File: src/include/pq_cfg.svh
`ifndef PQ_CFG_SVH
`define PQ_CFG_SVH

////////////////////
// Queue geometry
////////////////////

// Key and register width
`define PQ_DATA_W 32
// Number of array slots
`define PQ_DEPTH 16
// Slot index and count, one bit more than the slot address so a full count fits
`define PQ_IDX_W 5

////////////////////
// AXI4-Lite map
////////////////////

// Byte address width seen by the register block
`define PQ_ADDR_W 8
`define PQ_ADDR_ENQ    8'h00
`define PQ_ADDR_DEQ    8'h04
`define PQ_ADDR_RESULT 8'h08
`define PQ_ADDR_STATUS 8'h0C

`endif

File: src/design/pq_pkg.sv
`default_nettype none

package pq_pkg;

   ////////////////////
   // Router modes
   ////////////////////

   typedef enum logic [2:0] {
      // Stored key passes through
      mode_idle       = 3'd0,
      // Larger key stays, smaller one moves on
      mode_enq_cmp    = 3'd1,
      // Next slot moves up by one
      mode_deq_shift  = 3'd2,
      // Carry lands in the tail slot
      mode_tail_write = 3'd3
   } pq_mode_e;

   ////////////////////
   // Sequencer states
   ////////////////////

   typedef enum logic [2:0] {
      st_idle     = 3'd0,
      st_enq_read = 3'd1,
      st_enq_step = 3'd2,
      st_deq_read = 3'd3,
      st_deq_step = 3'd4
   } pq_state_e;

endpackage

`default_nettype wire

File: src/design/pq_array_ram.sv
`timescale 1ns/1ns
`default_nettype none
`include "pq_cfg.svh"

module pq_array_ram #(
   parameter int ADDR_W = $clog2(`PQ_DEPTH)
) (
   input  logic                  clk,
   input  logic                  rd_en,
   input  logic [ADDR_W-1:0]     rd_addr,
   input  logic                  wr_en,
   input  logic [ADDR_W-1:0]     wr_addr,
   input  logic [`PQ_DATA_W-1:0] wr_data,
   output logic [`PQ_DATA_W-1:0] rd_data
);

   // Key storage, slot 0 holds the maximum
   logic [`PQ_DATA_W-1:0] mem [`PQ_DEPTH];

   // Write port
   always_ff @(posedge clk) begin
      if (wr_en) begin
         mem[wr_addr] <= wr_data;
      end
   end

   // Registered read, data valid the cycle after rd_en
   always_ff @(posedge clk) begin
      if (rd_en) begin
         rd_data <= mem[rd_addr];
      end
   end

endmodule

`default_nettype wire

File: src/design/pq_axil_regs.sv
`timescale 1ns/1ns
`default_nettype none
`include "pq_cfg.svh"

module pq_axil_regs (
   input  logic                  clk,
   input  logic                  arst_n,
   input  logic [`PQ_ADDR_W-1:0] awaddr,
   input  logic                  awvalid,
   output logic                  awready,
   input  logic [`PQ_DATA_W-1:0] wdata,
   input  logic                  wvalid,
   output logic                  wready,
   output logic                  bvalid,
   output logic [1:0]            bresp,
   input  logic                  bready,
   input  logic [`PQ_ADDR_W-1:0] araddr,
   input  logic                  arvalid,
   output logic                  arready,
   output logic                  rvalid,
   output logic [`PQ_DATA_W-1:0] rdata,
   output logic [1:0]            rresp,
   input  logic                  rready,
   input  logic                  busy,
   input  logic [`PQ_IDX_W-1:0]  count,
   input  logic                  deq_done,
   input  logic [`PQ_DATA_W-1:0] deq_key,
   output logic                  enq_start,
   output logic [`PQ_DATA_W-1:0] enq_key,
   output logic                  deq_start
);

   localparam logic [1:0]           RESP_OKAY   = 2'b00;
   localparam logic [1:0]           RESP_SLVERR = 2'b10;
   localparam logic [`PQ_IDX_W-1:0] DEPTH_CNT   = `PQ_DEPTH;

   logic                  aw_rdy;
   logic                  wr_hs;
   logic                  ar_rdy;
   logic                  full;
   logic                  empty;
   // Sequencer running or about to start
   logic                  seq_active;
   logic                  overflow;
   logic                  underflow;
   logic                  collision;
   logic [`PQ_DATA_W-1:0] result;
   logic [`PQ_DATA_W-1:0] status_word;

   // Address and data accepted together
   assign awready    = aw_rdy;
   assign wready     = aw_rdy;
   assign wr_hs      = aw_rdy && awvalid && wvalid;
   assign arready    = ar_rdy;
   assign full       = (count == DEPTH_CNT);
   assign empty      = (count == '0);
   assign seq_active = busy || enq_start || deq_start;

   // Count, flags, then sticky errors in the upper half
   assign status_word = {13'd0, collision, underflow, overflow,
                         5'd0, busy, full, empty, 3'd0, count};

   ////////////////////
   // Write channel
   ////////////////////

   always_ff @(posedge clk or negedge arst_n) begin
      if (!arst_n) begin
         aw_rdy    <= 1'b0;
         bvalid    <= 1'b0;
         enq_start <= 1'b0;
         deq_start <= 1'b0;
         overflow  <= 1'b0;
         underflow <= 1'b0;
         collision <= 1'b0;
      end else begin
         enq_start <= 1'b0;
         deq_start <= 1'b0;
         // One-cycle ready pulse, held off while a response waits
         aw_rdy <= awvalid && wvalid && !bvalid && !aw_rdy;
         if (bvalid && bready) begin
            bvalid <= 1'b0;
         end
         if (wr_hs) begin
            bvalid <= 1'b1;
            case (awaddr)
               `PQ_ADDR_ENQ: begin
                  if (seq_active) collision <= 1'b1;
                  else if (full) overflow <= 1'b1;
                  else enq_start <= 1'b1;
               end
               `PQ_ADDR_DEQ: begin
                  if (seq_active) collision <= 1'b1;
                  else if (empty) underflow <= 1'b1;
                  else deq_start <= 1'b1;
               end
               // Write one to clear
               `PQ_ADDR_STATUS: begin
                  if (wdata[16]) overflow <= 1'b0;
                  if (wdata[17]) underflow <= 1'b0;
                  if (wdata[18]) collision <= 1'b0;
               end
               default: begin
               end
            endcase
         end
      end
   end

   // Response code and enqueue key
   always_ff @(posedge clk) begin
      if (wr_hs) begin
         enq_key <= wdata;
         bresp   <= (awaddr inside {`PQ_ADDR_ENQ, `PQ_ADDR_DEQ, `PQ_ADDR_RESULT,
                                    `PQ_ADDR_STATUS}) ? RESP_OKAY : RESP_SLVERR;
      end
   end

   ////////////////////
   // Read channel
   ////////////////////

   always_ff @(posedge clk or negedge arst_n) begin
      if (!arst_n) begin
         ar_rdy <= 1'b0;
         rvalid <= 1'b0;
         result <= '0;
      end else begin
         ar_rdy <= arvalid && !rvalid && !ar_rdy;
         if (rvalid && rready) begin
            rvalid <= 1'b0;
         end
         if (ar_rdy && arvalid) begin
            rvalid <= 1'b1;
         end
         // Last dequeued key
         if (deq_done) begin
            result <= deq_key;
         end
      end
   end

   always_ff @(posedge clk) begin
      if (ar_rdy && arvalid) begin
         rresp <= RESP_OKAY;
         case (araddr)
            `PQ_ADDR_RESULT: rdata <= result;
            `PQ_ADDR_STATUS: rdata <= status_word;
            // Command registers read as zero
            `PQ_ADDR_ENQ, `PQ_ADDR_DEQ: rdata <= '0;
            default: begin
               rdata <= '0;
               rresp <= RESP_SLVERR;
            end
         endcase
      end
   end

endmodule

`default_nettype wire

File: src/design/pq_sequencer.sv
`timescale 1ns/1ns
`default_nettype none
`include "pq_cfg.svh"

module pq_sequencer
   import pq_pkg::*;
#(
   parameter int ADDR_W = $clog2(`PQ_DEPTH)
) (
   input  logic                  clk,
   input  logic                  arst_n,
   input  logic                  enq_start,
   input  logic [`PQ_DATA_W-1:0] enq_key,
   input  logic                  deq_start,
   input  logic [`PQ_DATA_W-1:0] rd_data,
   input  logic [`PQ_DATA_W-1:0] slot_data,
   input  logic [`PQ_DATA_W-1:0] carry_next,
   input  logic                  last_slot,
   output logic                  busy,
   output logic [`PQ_IDX_W-1:0]  count,
   output logic                  deq_done,
   output logic [`PQ_DATA_W-1:0] deq_key,
   output logic                  rd_en,
   output logic [ADDR_W-1:0]     rd_addr,
   output logic                  wr_en,
   output logic [ADDR_W-1:0]     wr_addr,
   output logic [`PQ_DATA_W-1:0] wr_data,
   output pq_mode_e              mode,
   output logic [`PQ_DATA_W-1:0] carry,
   output logic [`PQ_IDX_W-1:0]  index
);

   pq_state_e            state;
   // Slot above the current one, target of a shift
   logic [`PQ_IDX_W-1:0] index_prev;

   assign busy       = (state != st_idle);
   assign index_prev = index - 1'b1;
   assign rd_addr    = index[ADDR_W-1:0];
   assign wr_data    = slot_data;

   ////////////////////
   // Control state
   ////////////////////

   always_ff @(posedge clk or negedge arst_n) begin
      if (!arst_n) begin
         state    <= st_idle;
         index    <= '0;
         count    <= '0;
         deq_done <= 1'b0;
      end else begin
         deq_done <= 1'b0;
         case (state)
            st_idle: begin
               index <= '0;
               if (enq_start) begin
                  state <= st_enq_read;
               end else if (deq_start) begin
                  state <= st_deq_read;
               end
            end

            // Tail write ends the walk, otherwise fetch this slot
            st_enq_read: begin
               if (last_slot) begin
                  count <= count + 1'b1;
                  state <= st_idle;
               end else begin
                  state <= st_enq_step;
               end
            end

            // Compare-and-swap written back, move to next slot
            st_enq_step: begin
               index <= index + 1'b1;
               state <= st_enq_read;
            end

            st_deq_read: begin
               state <= st_deq_step;
            end

            st_deq_step: begin
               if (last_slot) begin
                  count    <= count - 1'b1;
                  deq_done <= 1'b1;
                  state    <= st_idle;
               end else begin
                  index <= index + 1'b1;
                  state <= st_deq_read;
               end
            end

            default: begin
               state <= st_idle;
            end
         endcase
      end
   end

   ////////////////////
   // Carry and result
   ////////////////////

   always_ff @(posedge clk) begin
      // New key enters the carry at launch
      if (state == st_idle && enq_start) begin
         carry <= enq_key;
      end else if (state == st_enq_step) begin
         carry <= carry_next;
      end
      // Slot 0 is the dequeued maximum
      if (state == st_deq_step && index == '0) begin
         deq_key <= rd_data;
      end
   end

   // Router mode and array strobes per state
   always_comb begin
      mode    = mode_idle;
      rd_en   = 1'b0;
      wr_en   = 1'b0;
      wr_addr = index[ADDR_W-1:0];
      case (state)
         st_enq_read: begin
            mode  = mode_tail_write;
            rd_en = !last_slot;
            wr_en = last_slot;
         end
         st_enq_step: begin
            mode  = mode_enq_cmp;
            wr_en = 1'b1;
         end
         st_deq_read: begin
            rd_en = 1'b1;
         end
         st_deq_step: begin
            mode    = mode_deq_shift;
            // Slot 0 is only read, later slots move up
            wr_en   = (index != '0);
            wr_addr = index_prev[ADDR_W-1:0];
         end
         default: begin
            mode = mode_idle;
         end
      endcase
   end

endmodule

`default_nettype wire

File: src/design/pq_top.sv
`timescale 1ns/1ns
`default_nettype none
`include "pq_cfg.svh"

module pq_top
   import pq_pkg::*;
(
   input  logic                  clk,
   input  logic                  arst_n,
   input  logic [`PQ_ADDR_W-1:0] awaddr,
   input  logic                  awvalid,
   output logic                  awready,
   input  logic [`PQ_DATA_W-1:0] wdata,
   input  logic                  wvalid,
   output logic                  wready,
   output logic                  bvalid,
   output logic [1:0]            bresp,
   input  logic                  bready,
   input  logic [`PQ_ADDR_W-1:0] araddr,
   input  logic                  arvalid,
   output logic                  arready,
   output logic                  rvalid,
   output logic [`PQ_DATA_W-1:0] rdata,
   output logic [1:0]            rresp,
   input  logic                  rready
);

   localparam int ADDR_W = $clog2(`PQ_DEPTH);

   // Command path
   logic                  enq_start;
   logic                  deq_start;
   logic [`PQ_DATA_W-1:0] enq_key;
   logic                  busy;
   logic [`PQ_IDX_W-1:0]  count;
   logic                  deq_done;
   logic [`PQ_DATA_W-1:0] deq_key;

   // Array ports
   logic                  rd_en;
   logic [ADDR_W-1:0]     rd_addr;
   logic [`PQ_DATA_W-1:0] rd_data;
   logic                  wr_en;
   logic [ADDR_W-1:0]     wr_addr;
   logic [`PQ_DATA_W-1:0] wr_data;

   // Router ports
   pq_mode_e              mode;
   logic [`PQ_DATA_W-1:0] carry;
   logic [`PQ_DATA_W-1:0] carry_next;
   logic [`PQ_DATA_W-1:0] slot_data;
   logic [`PQ_IDX_W-1:0]  index;
   logic                  last_slot;

   pq_axil_regs i_regs (
      .clk(clk), .arst_n(arst_n),
      .awaddr(awaddr), .awvalid(awvalid), .awready(awready),
      .wdata(wdata), .wvalid(wvalid), .wready(wready),
      .bvalid(bvalid), .bresp(bresp), .bready(bready),
      .araddr(araddr), .arvalid(arvalid), .arready(arready),
      .rvalid(rvalid), .rdata(rdata), .rresp(rresp), .rready(rready),
      .busy(busy), .count(count), .deq_done(deq_done), .deq_key(deq_key),
      .enq_start(enq_start), .enq_key(enq_key), .deq_start(deq_start)
   );

   pq_sequencer #(.ADDR_W(ADDR_W)) i_seq (
      .clk(clk), .arst_n(arst_n),
      .enq_start(enq_start), .enq_key(enq_key), .deq_start(deq_start),
      .rd_data(rd_data), .slot_data(slot_data), .carry_next(carry_next),
      .last_slot(last_slot), .busy(busy), .count(count),
      .deq_done(deq_done), .deq_key(deq_key),
      .rd_en(rd_en), .rd_addr(rd_addr),
      .wr_en(wr_en), .wr_addr(wr_addr), .wr_data(wr_data),
      .mode(mode), .carry(carry), .index(index)
   );

   // Stored key comes straight from the array read port
   pq_value_router i_router (
      .mode(mode), .carry(carry), .stored(rd_data),
      .index(index), .count(count),
      .slot_data(slot_data), .carry_next(carry_next), .last_slot(last_slot)
   );

   pq_array_ram #(.ADDR_W(ADDR_W)) i_ram (
      .clk(clk),
      .rd_en(rd_en), .rd_addr(rd_addr),
      .wr_en(wr_en), .wr_addr(wr_addr), .wr_data(wr_data),
      .rd_data(rd_data)
   );

endmodule

`default_nettype wire

File: src/design/pq_value_router.sv
`timescale 1ns/1ns
`default_nettype none
`include "pq_cfg.svh"

module pq_value_router
   import pq_pkg::*;
(
   input  pq_mode_e              mode,
   input  logic [`PQ_DATA_W-1:0] carry,
   input  logic [`PQ_DATA_W-1:0] stored,
   input  logic [`PQ_IDX_W-1:0]  index,
   input  logic [`PQ_IDX_W-1:0]  count,
   output logic [`PQ_DATA_W-1:0] slot_data,
   output logic [`PQ_DATA_W-1:0] carry_next,
   output logic                  last_slot
);

   // Carry strictly larger than the slot key
   logic                 carry_wins;
   // Index of the last occupied slot
   logic [`PQ_IDX_W-1:0] count_m1;

   assign carry_wins = carry > stored;
   assign count_m1   = count - 1'b1;

   always_comb begin
      // Pass-through unless a mode says otherwise
      slot_data  = stored;
      carry_next = carry;
      last_slot  = 1'b0;

      case (mode)
         mode_enq_cmp: begin
            // Swap when the carry beats the slot
            if (carry_wins) begin
               slot_data  = carry;
               carry_next = stored;
            end
            last_slot = (index == count);
         end

         mode_deq_shift: begin
            // Key read from the next slot goes one slot up
            slot_data = stored;
            last_slot = (index == count_m1);
         end

         mode_tail_write: begin
            // Walk reached the end, carry fills the free slot
            slot_data = carry;
            last_slot = (index == count);
         end

         default: begin
            slot_data  = stored;
            carry_next = carry;
            last_slot  = 1'b0;
         end
      endcase
   end

endmodule

`default_nettype wire

File: config.mk
export PLATFORM = sky130hd
export DESIGN_NAME = pq_top
export DESIGN_NICKNAME = d
export VERILOG_FILES = /design/src/design/pq_pkg.sv /design/src/design/pq_array_ram.sv /design/src/design/pq_axil_regs.sv /design/src/design/pq_sequencer.sv /design/src/design/pq_top.sv /design/src/design/pq_value_router.sv
export VERILOG_INCLUDE_DIRS = /design/src /design/src/include
export SDC_FILE = /design/constraint.sdc
export NUM_CORES = 1
export LEC_CHECK = 0
export BUFFER_PORTS_ARGS = -buffer_cell sky130_fd_sc_hd__buf_2
export CAP_MARGIN = 10
export CELL_PAD_IN_SITES_DETAIL_PLACEMENT = 1
export CELL_PAD_IN_SITES_GLOBAL_PLACEMENT = 1
export CORE_ASPECT_RATIO = 0.9
export CORE_MARGIN = 10
export CORE_UTILIZATION = 50
export CTS_CLUSTER_SIZE = 20
export DETAILED_ROUTE_END_ITERATION = 10
export PLACE_DENSITY = 0.82
export SETUP_SLACK_MARGIN = 0.5
export SYNTH_ARGS = -nofsm -noshare
export SYNTH_HDL_FRONTEND = slang
export SYNTH_SLANG_ARGS = --single-unit
File: constraint.sdc
create_clock -name clk -period 5.17 [get_ports clk]
set_clock_uncertainty 0.05 [all_clocks]
set_input_delay 0.517 -clock clk [delete_from_list [all_inputs] [get_ports clk]]
set_output_delay 0.517 -clock clk [all_outputs]
set_load 0.1 [all_outputs]
Word-level counts from Yosys, hierarchy flattened
Memories as Yosys holds them, arrays and structs flattened. A register that Yosys moved wholly into a read port is not among the register bits.
Cells that the tools add are included.
Word-level totals
  register bits: 187
  bits in latches: 0
  memory bits (writable): 512
  bits in read-only memories: 0
  input bits: 55
  logic and storage cells: 151
  memories: 1
Memories
  i_ram.mem: words 16, width 32, read ports 1, clocked after Yosys merged registers in 1, write ports 1, RTL line pq_array_ram.sv:18  | logic [`PQ_DATA_W-1:0] mem [`PQ_DEPTH];
Operators by class
  add/subtract/negate cells: 4
  multiply operators: 0
  div/mod/pow operators: 0
  $lt $le $gt $ge: 1
  eq/ne operators: 28
  shifts and indexed selects: 0
  mux-type cells: 51
  bitwise operators: 0
  reduce and logical (&&, ||, !) cells: 46
Operators by type and width (number)
  32-bit 2-to-1 mux: 5
  32-bit one-hot mux with 2 select lines: 2
  8-bit by 4-bit == test with 1-bit output (second input constant): 4
  32-bit > comparator: 1
  1-bit 2-to-1 mux: 24
  2-bit nonzero test: 9
  8-bit by 3-bit == test with 1-bit output (second input constant): 2
  8-bit zero test: 2
  5-bit 2-to-1 mux: 3
  3-bit one-hot mux with 5 select lines: 1
  5-bit one-hot mux with 3 select lines: 1
  1-bit logical AND: 12
  2-bit inequality test (second input constant): 6
  5-bit by 1-bit adder with 5-bit output (second input constant): 2
  5-bit == test: 2
  5-bit zero test: 2
  2-bit by 1-bit inequality test with 1-bit output (second input constant): 5
  1-bit one-hot mux with 2 select lines: 5
  5-bit one-hot mux with 2 select lines: 1
  5-bit AND reduction: 2
  2-bit 2-to-1 mux: 4
  3-bit by 2-bit == test with 1-bit output (second input constant): 2
  3-bit 2-to-1 mux: 2
  2-bit one-hot mux with 3 select lines: 1
  other kinds (21): 30

Longest topological paths before layout
Gate-level depths: netlist of run 1.
  word-level depth: 8
  gate-level depth with buffers: 11
  depth with buffers taken out: 8

Modules after synthesis
From an unflattened synthesis of run 1, not the netlist that was laid out.
Second synthesis, totals
  cell total of the unflattened synthesis: 1615
  area total of the unflattened synthesis: 30304.1 µm²
By module, submodules not included
  pq_array_ram: instances 1, cells an instance 838, area an instance 20155.6 µm², seq. area each 16335.7 µm²
  pq_axil_regs: instances 1, cells an instance 228, area an instance 3910.0 µm², seq. area each 3007.9 µm²
  pq_sequencer: instances 1, cells an instance 251, area an instance 3781.1 µm², seq. area each 2272.2 µm²
  pq_value_router: instances 1, cells an instance 298, area an instance 2457.4 µm², seq. area each 0.0 µm²

Least setup slack after synthesis of run 1
OpenSTA, ideal clock, no wires.
  kind: register -> register
  from: register i_seq.count[0]
  to: memory i_ram.mem[15][0] (netlist bit) (enable)
  library setup time: 0.421 ns
  arrival time: 3.657 ns
  required time: 4.699 ns
  setup slack: 1.042 ns
  stages on the path, launching flop included: 10
  path buffers: 1
  clock period less this slack: 4.128 ns
  path through: dfrtp_1 > inv_1 > ha_1 > nor3b_1 > o21ai_1 > xnor2_1 > or4_4 > o22a_1 > buf_2 > nor2_1
On the way
  cells in the longest elaborated chain, start to end: 6
  elaborated cells on any way between the ends: 7
  classes of those cells: add/sub (1); eq/ne (2); mux (4)
Ends and longest elaborated chain
  start: declaration: RTL line pq_sequencer.sv:20  | output logic [`PQ_IDX_W-1:0] count,
  start signal: assignment: RTL line pq_sequencer.sv:67  | count <= count + 1'b1;
  start signal: assignment: RTL line pq_sequencer.sv:86  | count <= count - 1'b1;
  5-bit by 1-bit subtractor with 5-bit output: RTL line pq_value_router.sv:24  | assign count_m1 = count - 1'b1;
  5-bit == test: RTL line pq_value_router.sv:45  | last_slot = (index == count_m1);
  1-bit one-hot mux with 2 select lines (*): RTL line pq_value_router.sv:32  | case (mode)
  1-bit one-hot mux with 3 select lines (*): RTL line pq_sequencer.sv:125  | case (state)
  1-bit 2-to-1 mux (*): RTL line pq_array_ram.sv:22  | if (wr_en) begin
  1-bit 2-to-1 mux (implied by the code) (*): RTL line pq_array_ram.sv:23  | mem[wr_addr] <= wr_data;
  end: declaration: RTL line pq_array_ram.sv:18
Every way passes the cells marked *; elsewhere a longest branch is shown, timed or not.

Worst setup path in the final report of run 1
  from: register i_seq.index[0]
  to: memory i_ram.mem[5][20] (netlist bit) (enable)
On the way
  cells in the longest elaborated chain, start to end: 5
  elaborated cells on any way between the ends: 9
  classes of those cells: add/sub (1); eq/ne (2); mux (5); reduce/logical (1)
Ends and longest elaborated chain
  start: declaration: RTL line pq_sequencer.sv:30  | output logic [`PQ_IDX_W-1:0] index
  start signal: assignment: RTL line pq_sequencer.sv:76  | index <= index + 1'b1;
  start signal: assignment: RTL line pq_sequencer.sv:90  | index <= index + 1'b1;
  5-bit == test (on tied branches): RTL line pq_value_router.sv:39, pq_value_router.sv:51, pq_value_router.sv:45
  1-bit one-hot mux with 2 select lines: RTL line pq_value_router.sv:32
  1-bit one-hot mux with 3 select lines: RTL line pq_sequencer.sv:125
  1-bit 2-to-1 mux: RTL line pq_array_ram.sv:22
  1-bit 2-to-1 mux (implied by the code): RTL line pq_array_ram.sv:23
Parallel ways exist; a longest one is shown, timed or not.

==> impl_metrics.yaml, run 1 <==
clock_tree:
  cts.reportedPaths.clkPinSlew_ps: 60
  clockBufferDepth: 3
  cts_tree: "done"
  cts_repair_resize_count: 0
  cts_root_buf: "clkbuf_16"
  insertion_delay_ps: 620
  htreeDepth: 3
  postCtsHoldBufs: 0
  clock-sinks: 729
  cts_setup_buffers: 0
  tritoncts.num_buffers: 74
sta:
  final.period_utilization_pct: 82.0
  final.setup.tns_ps: 0
  final.hold.worst_slack_ps: 13.5
  highest_clock_rate_mhz: 236
  rsz_0062_raised_after_global_routing: "false"
  final_period_minus_worst_setup_slack_ps: 4240
  worst_slew_margin_rel_pct: 20.7
  hold_violations: 0
  setup_failing_eps_final: 0
  timing.final.max_slew_violations: 0
  worst_pin_slew_ps: 1190
status:
  outcome: "finished clean"
worst_setup_path:
  cp.arrival_ps: 4420
  crit-reg2reg-launch: "i_seq.index[0]$_DFFE_PN0P_"
  timing.reg2reg.setup_slack_ps: 930
  path_buf_inv: 2
  cell_by_cell_listing_of_the_critical_path: "xor2_1 > nor3_1 > a21oi_2 > or4_4 > o22a_1 > buf_4 > nor2_4 > buf_4"
  path_max_fanout: 37
  timing.critical_path.slowest_cell_delay_ps: 860
  cp_common_cell: "buf_4"
  reg2regPathDepth: 8
  cp-end-kind: "register"
  critical_path.reg2reg.endpoint: "i_ram.mem[5][20]$_DFFE_PP_"
  critical_path.top_delay_family: "simple AND/OR/NAND/NOR gates"
  crit_required_ps: 5350
  start_kind: "register"
  timing.critical_path.slowest_stage_cell: "dfrtp_4"
  criticalPathCategory: "reg2reg"
floorplanning:
  die_width_um: 273
  floorplan.initialDensity_pct: 50.5
  die-height_um: 248
  dieArea_mm2: 0.0676
  io_pins: 96
  fp-row-count: 83
  core_area_mm2: 0.0570
global_routing:
  grt_antenna_before_repair: 3
  globalRouteOverflowTotal: 0
  grt_max_degree: 77
  globalRouteTotalUtil_pct: 21.8
  number_of_global_route_vias_before_repair: 15900
  global_route_wire_length_before_repair_um: 108000
yosys:
  syn-instance-count: 1443
  async_flop_share_pct: 7.54
  netlist_area_mm2: 0.0288
  yosysSeqAreaShare_pct: 75.0
  synth_top_area_share_pct: 70.3
  synth.lib_cells_used.distinct: 61
  count_of_flip_flops_with_a_built_in_enable_after_synthesis: 674
  yosys-top-cells-area: "edfxtp_1 (70%), mux4_2 (13%), dfrtp_1 (4.8%), mux2_2 (2.4%), ha_1 (1.6%)"
  synth_warnings: 0
  postSynthRegisterBits: 729
  synth.avg_cell_area_um2: 20.0
  synthFlopType: "edfxtp_1"
  post-synth-top-area-cell: "edfxtp_1"
route:
  route.detailed.wl_per_inst_um: 30.6
  drt-vias-per-instance: 6.24
  total_number_of_vias: 15000
  dr.pass1.iters: 5
  antenna_violation_net_count_after_detailed_routing: 0
  post-route-drc-count: 0
  initialDrtViolationCount: 1692
  drt-total-wl_um: 73300
placed_design:
  globalplace.congestion: 0.807
  detailed_place_hpwl_um: 42200
  place_area_mm2: 0.0304
  port_buffers: 93
  place_inst: 2267
layout:
  synthToLayoutAreaGrowth_pct: 13.6
  insertedDiodeCount: 0
  drive_above_1_share_pct: 29.8
  num-fill-cells: 4940
  regArea_mm2: 0.0216
  most-common-layout-cells: "edfxtp_1 (674), mux4_2 (160), buf_2 (93)"
  multi_input_area_mm2: 0.00686
  layout_commonest_cell: "edfxtp_1"
  design.final.nets: 1671
  final_cell_count_no_fill: 2396
  area_of_all_placed_cells_without_fillers_mm2: 0.0327
hold_path:
  hold_path.class: "in2async"
pwr:
  worst_ir_drop_vdd_mv: 0.225
  power.density_cell_area_mw_per_mm2: 558
  power.leakage_nw: 10.9
  total_power_mw: 18.3
run:
  timing.max_cap.violations: 0
metrics by stage:
step,util (%),setup slack [ps]
final,57.4,930
after global routing,57.4,712
after CTS,57.4,903
after detailed placement,53.4,1000
after global placement,53.4,1110
after floorplan,-,1040
metal layers:
layer  GRT usage, %  vias to the layer above  part of all wire (%)
met5              0                        -                 0.018
met4           7.31                        2                   2.6
met3           4.20                      136                   8.9
met2           36.6                      831                    50
met1           28.5                     7925                    39
li1               -                     6056                     -
registers in the layout (all words and copies together) (netlist names), 3 cells and up:
name,flops
i_regs.result,32
i_ram.mem,512
i_seq.carry,32
i_regs.rdata,32
i_seq.index,5
i_seq.state,3
i_ram.rd_data,32
i_regs.enq_key,32
i_seq.deq_key,32
i_seq.count,5
worst max-delay path by stage:
stage	depth (start not counted)	to	slack [ps]	start
6_report	8	i_ram.mem[5][20]$_DFFE_PP_	930	i_seq.index[0]$_DFFE_PN0P_
5_1_grt	8	i_ram.mem[5][13]$_DFFE_PP_	710	i_seq.index[0]$_DFFE_PN0P_
3_5_place_dp	8	i_ram.mem[5][20]$_DFFE_PP_	1000	i_seq.index[0]$_DFFE_PN0P_
4_1_cts	8	i_ram.mem[5][20]$_DFFE_PP_	900	i_seq.index[0]$_DFFE_PN0P_
3_3_place_gp	8	i_ram.mem[5][20]$_DFFE_PP_	1110	i_seq.index[0]$_DFFE_PN0P_
2_1_floorplan	9	i_ram.mem[15][0]$_DFFE_PP_	1040	i_seq.count[0]$_DFFE_PN0P_
final cells by class:
class / count / share of cell area [%]
multi-input cells: 597 / 21.0
clock inverters: 31 / 0.879
well taps: 765 / 2.92
clock buffers: 97 / 6.11
inverters: 45 / 0.516
flip-flops and latches: 729 / 66.1
repair buffers: 132 / 2.55
cell usage after synthesis (5+ instances only):
master    instances
dfrtp_1          55
nand3_1          14
clkbuf_1         36
inv_1            45
xor2_1            7
ha_1             37
edfxtp_1        674
a21oi_1          16
nand2_1          73
nor4_1            5
a21o_1            9
nand2b_1          8
mux2_2           62
nor3_1            9
and2_1           24
mux2i_1          15
xnor2_1           5
buf_2            11
buf_1            21
a211oi_1          5
nor2_1           45
mux4_2          160
o21ai_0          37
nand4_1           7
report_power, final:
group / leakage [nW] / total (mW) / internal (mW) / switching [mW]
clock network: 1.12 / 5.18 / 2.97 / 2.20
registers: 6.85 / 8.72 / 8.21 / 0.506
logic: 2.91 / 4.37 / 1.54 / 2.83
total: 10.9 / 18.3 / 12.7 / 5.54
logic make-up (layout without fill, tap and decap cells):
kind of cell,count (synthesis),count (layout),share of synthesized area (%)
DFF,729,729,75.0
adders and majority gates,37,37,1.61
muxes,240,240,15.6
other,1,2,0.0130
xor gates and xnor gates,13,13,0.421
buffers and inverters,118,305,1.68
and+or+nand+nor,202,202,3.36
AOI/OAI and AO/OA,103,103,2.31
worst reg2reg max path, cell delays in order, from the launching register on:
cell and delay (ps):
dfrtp_4 860, xor2_1 250, nor3_1 280, a21oi_2 70
or4_4 630, o22a_1 630, buf_4 370, nor2_4 100
buf_4 600
Power figures use the tool's default switching activity.
==> run 2: changes to the inputs <==
--- a/config.mk
+++ b/config.mk
@@ -6,6 +6,7 @@
 export SDC_FILE = /design/constraint.sdc
 export NUM_CORES = 1
 export LEC_CHECK = 0
+export ABC_AREA = 1
 export BUFFER_PORTS_ARGS = -buffer_cell sky130_fd_sc_hd__buf_2
 export CAP_MARGIN = 10
 export CELL_PAD_IN_SITES_DETAIL_PLACEMENT = 1
@@ -15,7 +16,7 @@
 export CORE_UTILIZATION = 50
 export CTS_CLUSTER_SIZE = 20
 export DETAILED_ROUTE_END_ITERATION = 10
-export PLACE_DENSITY = 0.82
+export PLACE_DENSITY = 0.86
 export SETUP_SLACK_MARGIN = 0.5
 export SYNTH_ARGS = -nofsm -noshare
 export SYNTH_HDL_FRONTEND = slang
==> constraint.sdc (replaced) <==
create_clock -name clk -period 3.92 [get_ports clk]
set_clock_uncertainty 0.05 [all_clocks]
set_input_delay 0.392 -clock clk [delete_from_list [all_inputs] [get_ports clk]]
set_output_delay 0.392 -clock clk [all_outputs]
set_load 0.1 [all_outputs]
==> run 2 against run 1 <==
Against the previous run: cell count increased by 44%; hold slack improved by 16 ps; register-to-register slack got worse by 380 ps; count of clock-buffer cells in the layout decreased by 6; worst setup slack got worse by 380 ps; global-route usage increased by 7.0 points; sequential share of layout area decreased by 2.6 points; sequential power increased by 36%; flip-flop and latch count unchanged; non-clock buffer count increased by 64; critical endpoint is now i_ram.mem[10][22]$_DFFE_PP_; largest power group unchanged.
==> impl_metrics.yaml, run 2 <==
yosys:
  post-synth-top-area-cell: "edfxtp_1"
  cell_types_with_the_highest_counts_after_synthesis: "edfxtp_1 (674), nor2_1 (365), nand2_1 (336)"
  synth_warnings: 0
  synth_top_area_share_pct: 67.9
  yosys-top-cells-area: "edfxtp_1 (68%), o21ai_0 (5.1%), dfrtp_1 (4.6%), nor2_1 (4.6%), nand2_1 (4.2%)"
  netlist_area_mm2: 0.0298
  synth.lib_cells_used.distinct: 35
  async_flop_share_pct: 7.54
  most_common_cell_in_the_netlist: "edfxtp_1"
  syn-instance-count: 2486
  synthFlopType: "edfxtp_1"
  count_of_flip_flops_with_a_built_in_enable_after_synthesis: 674
  postSynthRegisterBits: 729
  yosysSeqAreaShare_pct: 72.5
  synth.avg_cell_area_um2: 12.0
clock_tree:
  clockBufferDepth: 3
  cts_tree: "done"
  clock-sinks: 729
  insertion_delay_ps: 640
  cts.reportedPaths.clkPinSlew_ps: 80
  cts_root_buf: "clkbuf_16"
  htreeDepth: 3
  tritoncts.num_buffers: 71
worst_setup_path:
  cp-end-kind: "register"
  cp.arrival_ps: 3530
  critical_path.reg2reg.endpoint: "i_ram.mem[10][22]$_DFFE_PP_"
  timing.reg2reg.setup_slack_ps: 550
  start_kind: "register"
  path_max_fanout: 29
  crit-reg2reg-launch: "i_ram.rd_data[29]$_DFFE_PP_"
  criticalPathCategory: "reg2reg"
  reg2regPathDepth: 12
  crit_required_ps: 4090
floorplanning:
  floorplan.initialDensity_pct: 50.7
  core_area_mm2: 0.0588
  dieArea_mm2: 0.0698
  fp-row-count: 84
  io_pins: 96
  die_width_um: 277
  die-height_um: 252
status:
  outcome: "finished clean"
sta:
  final.setup.tns_ps: 0
  highest_clock_rate_mhz: 297
  final_period_minus_worst_setup_slack_ps: 3370
  hold_violations: 0
  worst_slew_margin_rel_pct: 19.2
  setup_failing_eps_final: 0
  final.period_utilization_pct: 85.9
  timing.final.max_slew_violations: 0
  rsz_0062_raised_after_global_routing: "true"
  worst_pin_slew_ps: 1210
layout:
  final_cell_count_no_fill: 3440
  synthToLayoutAreaGrowth_pct: 14.4
  layout_commonest_cell: "edfxtp_1"
  flip_flop_count_of_the_largest_register_all_copies_and_words_added: 512
  top_register: "i_ram.mem"
  design.final.nets: 2707
  num-fill-cells: 5865
  drive_above_1_share_pct: 11.6
  most-common-layout-cells: "edfxtp_1 (674), nor2_1 (345), nand2_1 (324)"
global_routing:
  grt_antenna_before_repair: 6
  global_route_wire_length_before_repair_um: 151000
  globalRouteOverflowTotal: 0
  number_of_global_route_vias_before_repair: 23800
  globalRouteTotalUtil_pct: 28.8
  grt_max_degree: 113
route:
  drt-total-wl_um: 104000
  route.detailed.wl_per_inst_um: 30.2
  total_number_of_vias: 22100
  dr.pass1.iters: 5
  initialDrtViolationCount: 2672
  post-route-drc-count: 0
  antenna_violation_net_count_after_detailed_routing: 0
  drt-vias-per-instance: 6.43
pwr:
  worst_ir_drop_vdd_mv: 0.636
  power.density_cell_area_mw_per_mm2: 797
  power.leakage_nw: 12.3
run:
  timing.max_cap.violations: 0
placed_design:
  port_buffers: 93
  globalplace.congestion: 0.890
  place_inst: 3268
  detailed_place_hpwl_um: 56700
hold_path:
  worstHoldPathCells: 3
  hold_path.class: "in2reg"
  holdPathEnd: "i_regs.rresp[1]$_DFFE_PP_"
  hold_start: "araddr[6]"
run 2: cell count changes after synthesis, sizes merged, moves of 82 or more:
cell / previous run / this run
inv: 45 / 185
nand2: 73 / 343
clkbuf: 36 / 118
mux4: 160 / 0
nor2: 46 / 367
o21ai: 40 / 305
o22ai: 3 / 168
run 2: cell families (layout without fill, tap and decap cells):
| logic type | Yosys count | after routing | share of synthesized area (%) |
|---|---|---|---|
| and+or+nand+nor | 850 | 850 | 11.7 |
| AOI/OAI and AO/OA | 533 | 533 | 9.76 |
| xor gates and xnor gates | 10 | 10 | 0.294 |
| other | 1 | 4 | 0.0126 |
| buffers and inverters | 326 | 503 | 4.21 |
| DFF | 729 | 729 | 72.5 |
| adders and majority gates | 37 | 37 | 1.55 |
run 2: worst max path at each step:
stage	endpoint	start	slack, ps
6_report	i_ram.mem[10][22]$_DFFE_PP_	i_ram.rd_data[29]$_DFFE_PP_	550
5_1_grt	i_seq.carry[9]$_DFFE_PP_	i_ram.rd_data[10]$_DFFE_PP_	490
4_1_cts	i_ram.mem[2][3]$_DFFE_PP_	i_seq.count[0]$_DFFE_PN0P_	550
3_5_place_dp	i_ram.mem[0][27]$_DFFE_PP_	i_ram.rd_data[29]$_DFFE_PP_	620
3_3_place_gp	i_ram.mem[2][3]$_DFFE_PP_	i_seq.count[0]$_DFFE_PN0P_	780
2_1_floorplan	i_ram.mem[10][0]$_DFFE_PP_	i_seq.index[0]$_DFFE_PN0P_	70
run 2: area by class of cell:
cell class	instances	area (um^2)	area share [%]
flip-flops and latches	729	21600	63.4
multi-input cells	1432	7120	20.9
clock buffers	91	1870	5.49
repair buffers	196	1490	4.38
well taps	774	968	2.84
inverters	185	699	2.05
clock inverters	31	307	0.899
diodes	2	5.00	0.0147
run 2: metrics by stage:
stage | worst slack (ps) | hold slack, ps | cell area, um^2 | util (%) | power (mW)
global route | 485 | 23.3 | 34100 | 58.0 | 28.1
global placement | 783 | 380 | 31400 | 53.4 | 19.0
finish | 553 | 29.2 | 34100 | 58.0 | 27.2
CTS | 545 | 7.05 | 34000 | 57.8 | 26.6
detailed placement | 623 | 388 | 31400 | 53.4 | 19.8
floorplan | 74.1 | 46.4 | 29800 | - | 16.5
run 2: critical path: stages, from the launching register on:
cell      delay [ps]
edfxtp_1         480
inv_1            300
ha_1             320
a21oi_1          180
o21a_1           170
nand2_1          150
a21oi_1          160
nand2_1          110
nand2_1          220
buf_12           250
nand2_1           80
nand3_1           80
nand2_1          380
run 2: what timing repair did:
action	4_1_cts	5_1_grt
resized for setup	0	14
hold buffers	39	0
hold endpoints to repair	65	0
buffers inserted	0	8
endpoints found under the setup margin	0	431
run 2: where the power goes:
part | switching (mW) | internal [mW]
registers | 0.531 | 11.3
clock network | 3.12 | 3.67
logic | 6.68 | 1.84
run 2: per-layer routing:
metal  vias to the layer above  track usage, %  share of wire (%)
li1                       9084               -                  -
met1                     11000            32.8                 35
met2                      1558            48.0                 49
met3                       460            7.11                9.9
met4                         6            19.1                6.7
met5                         -               0              0.035
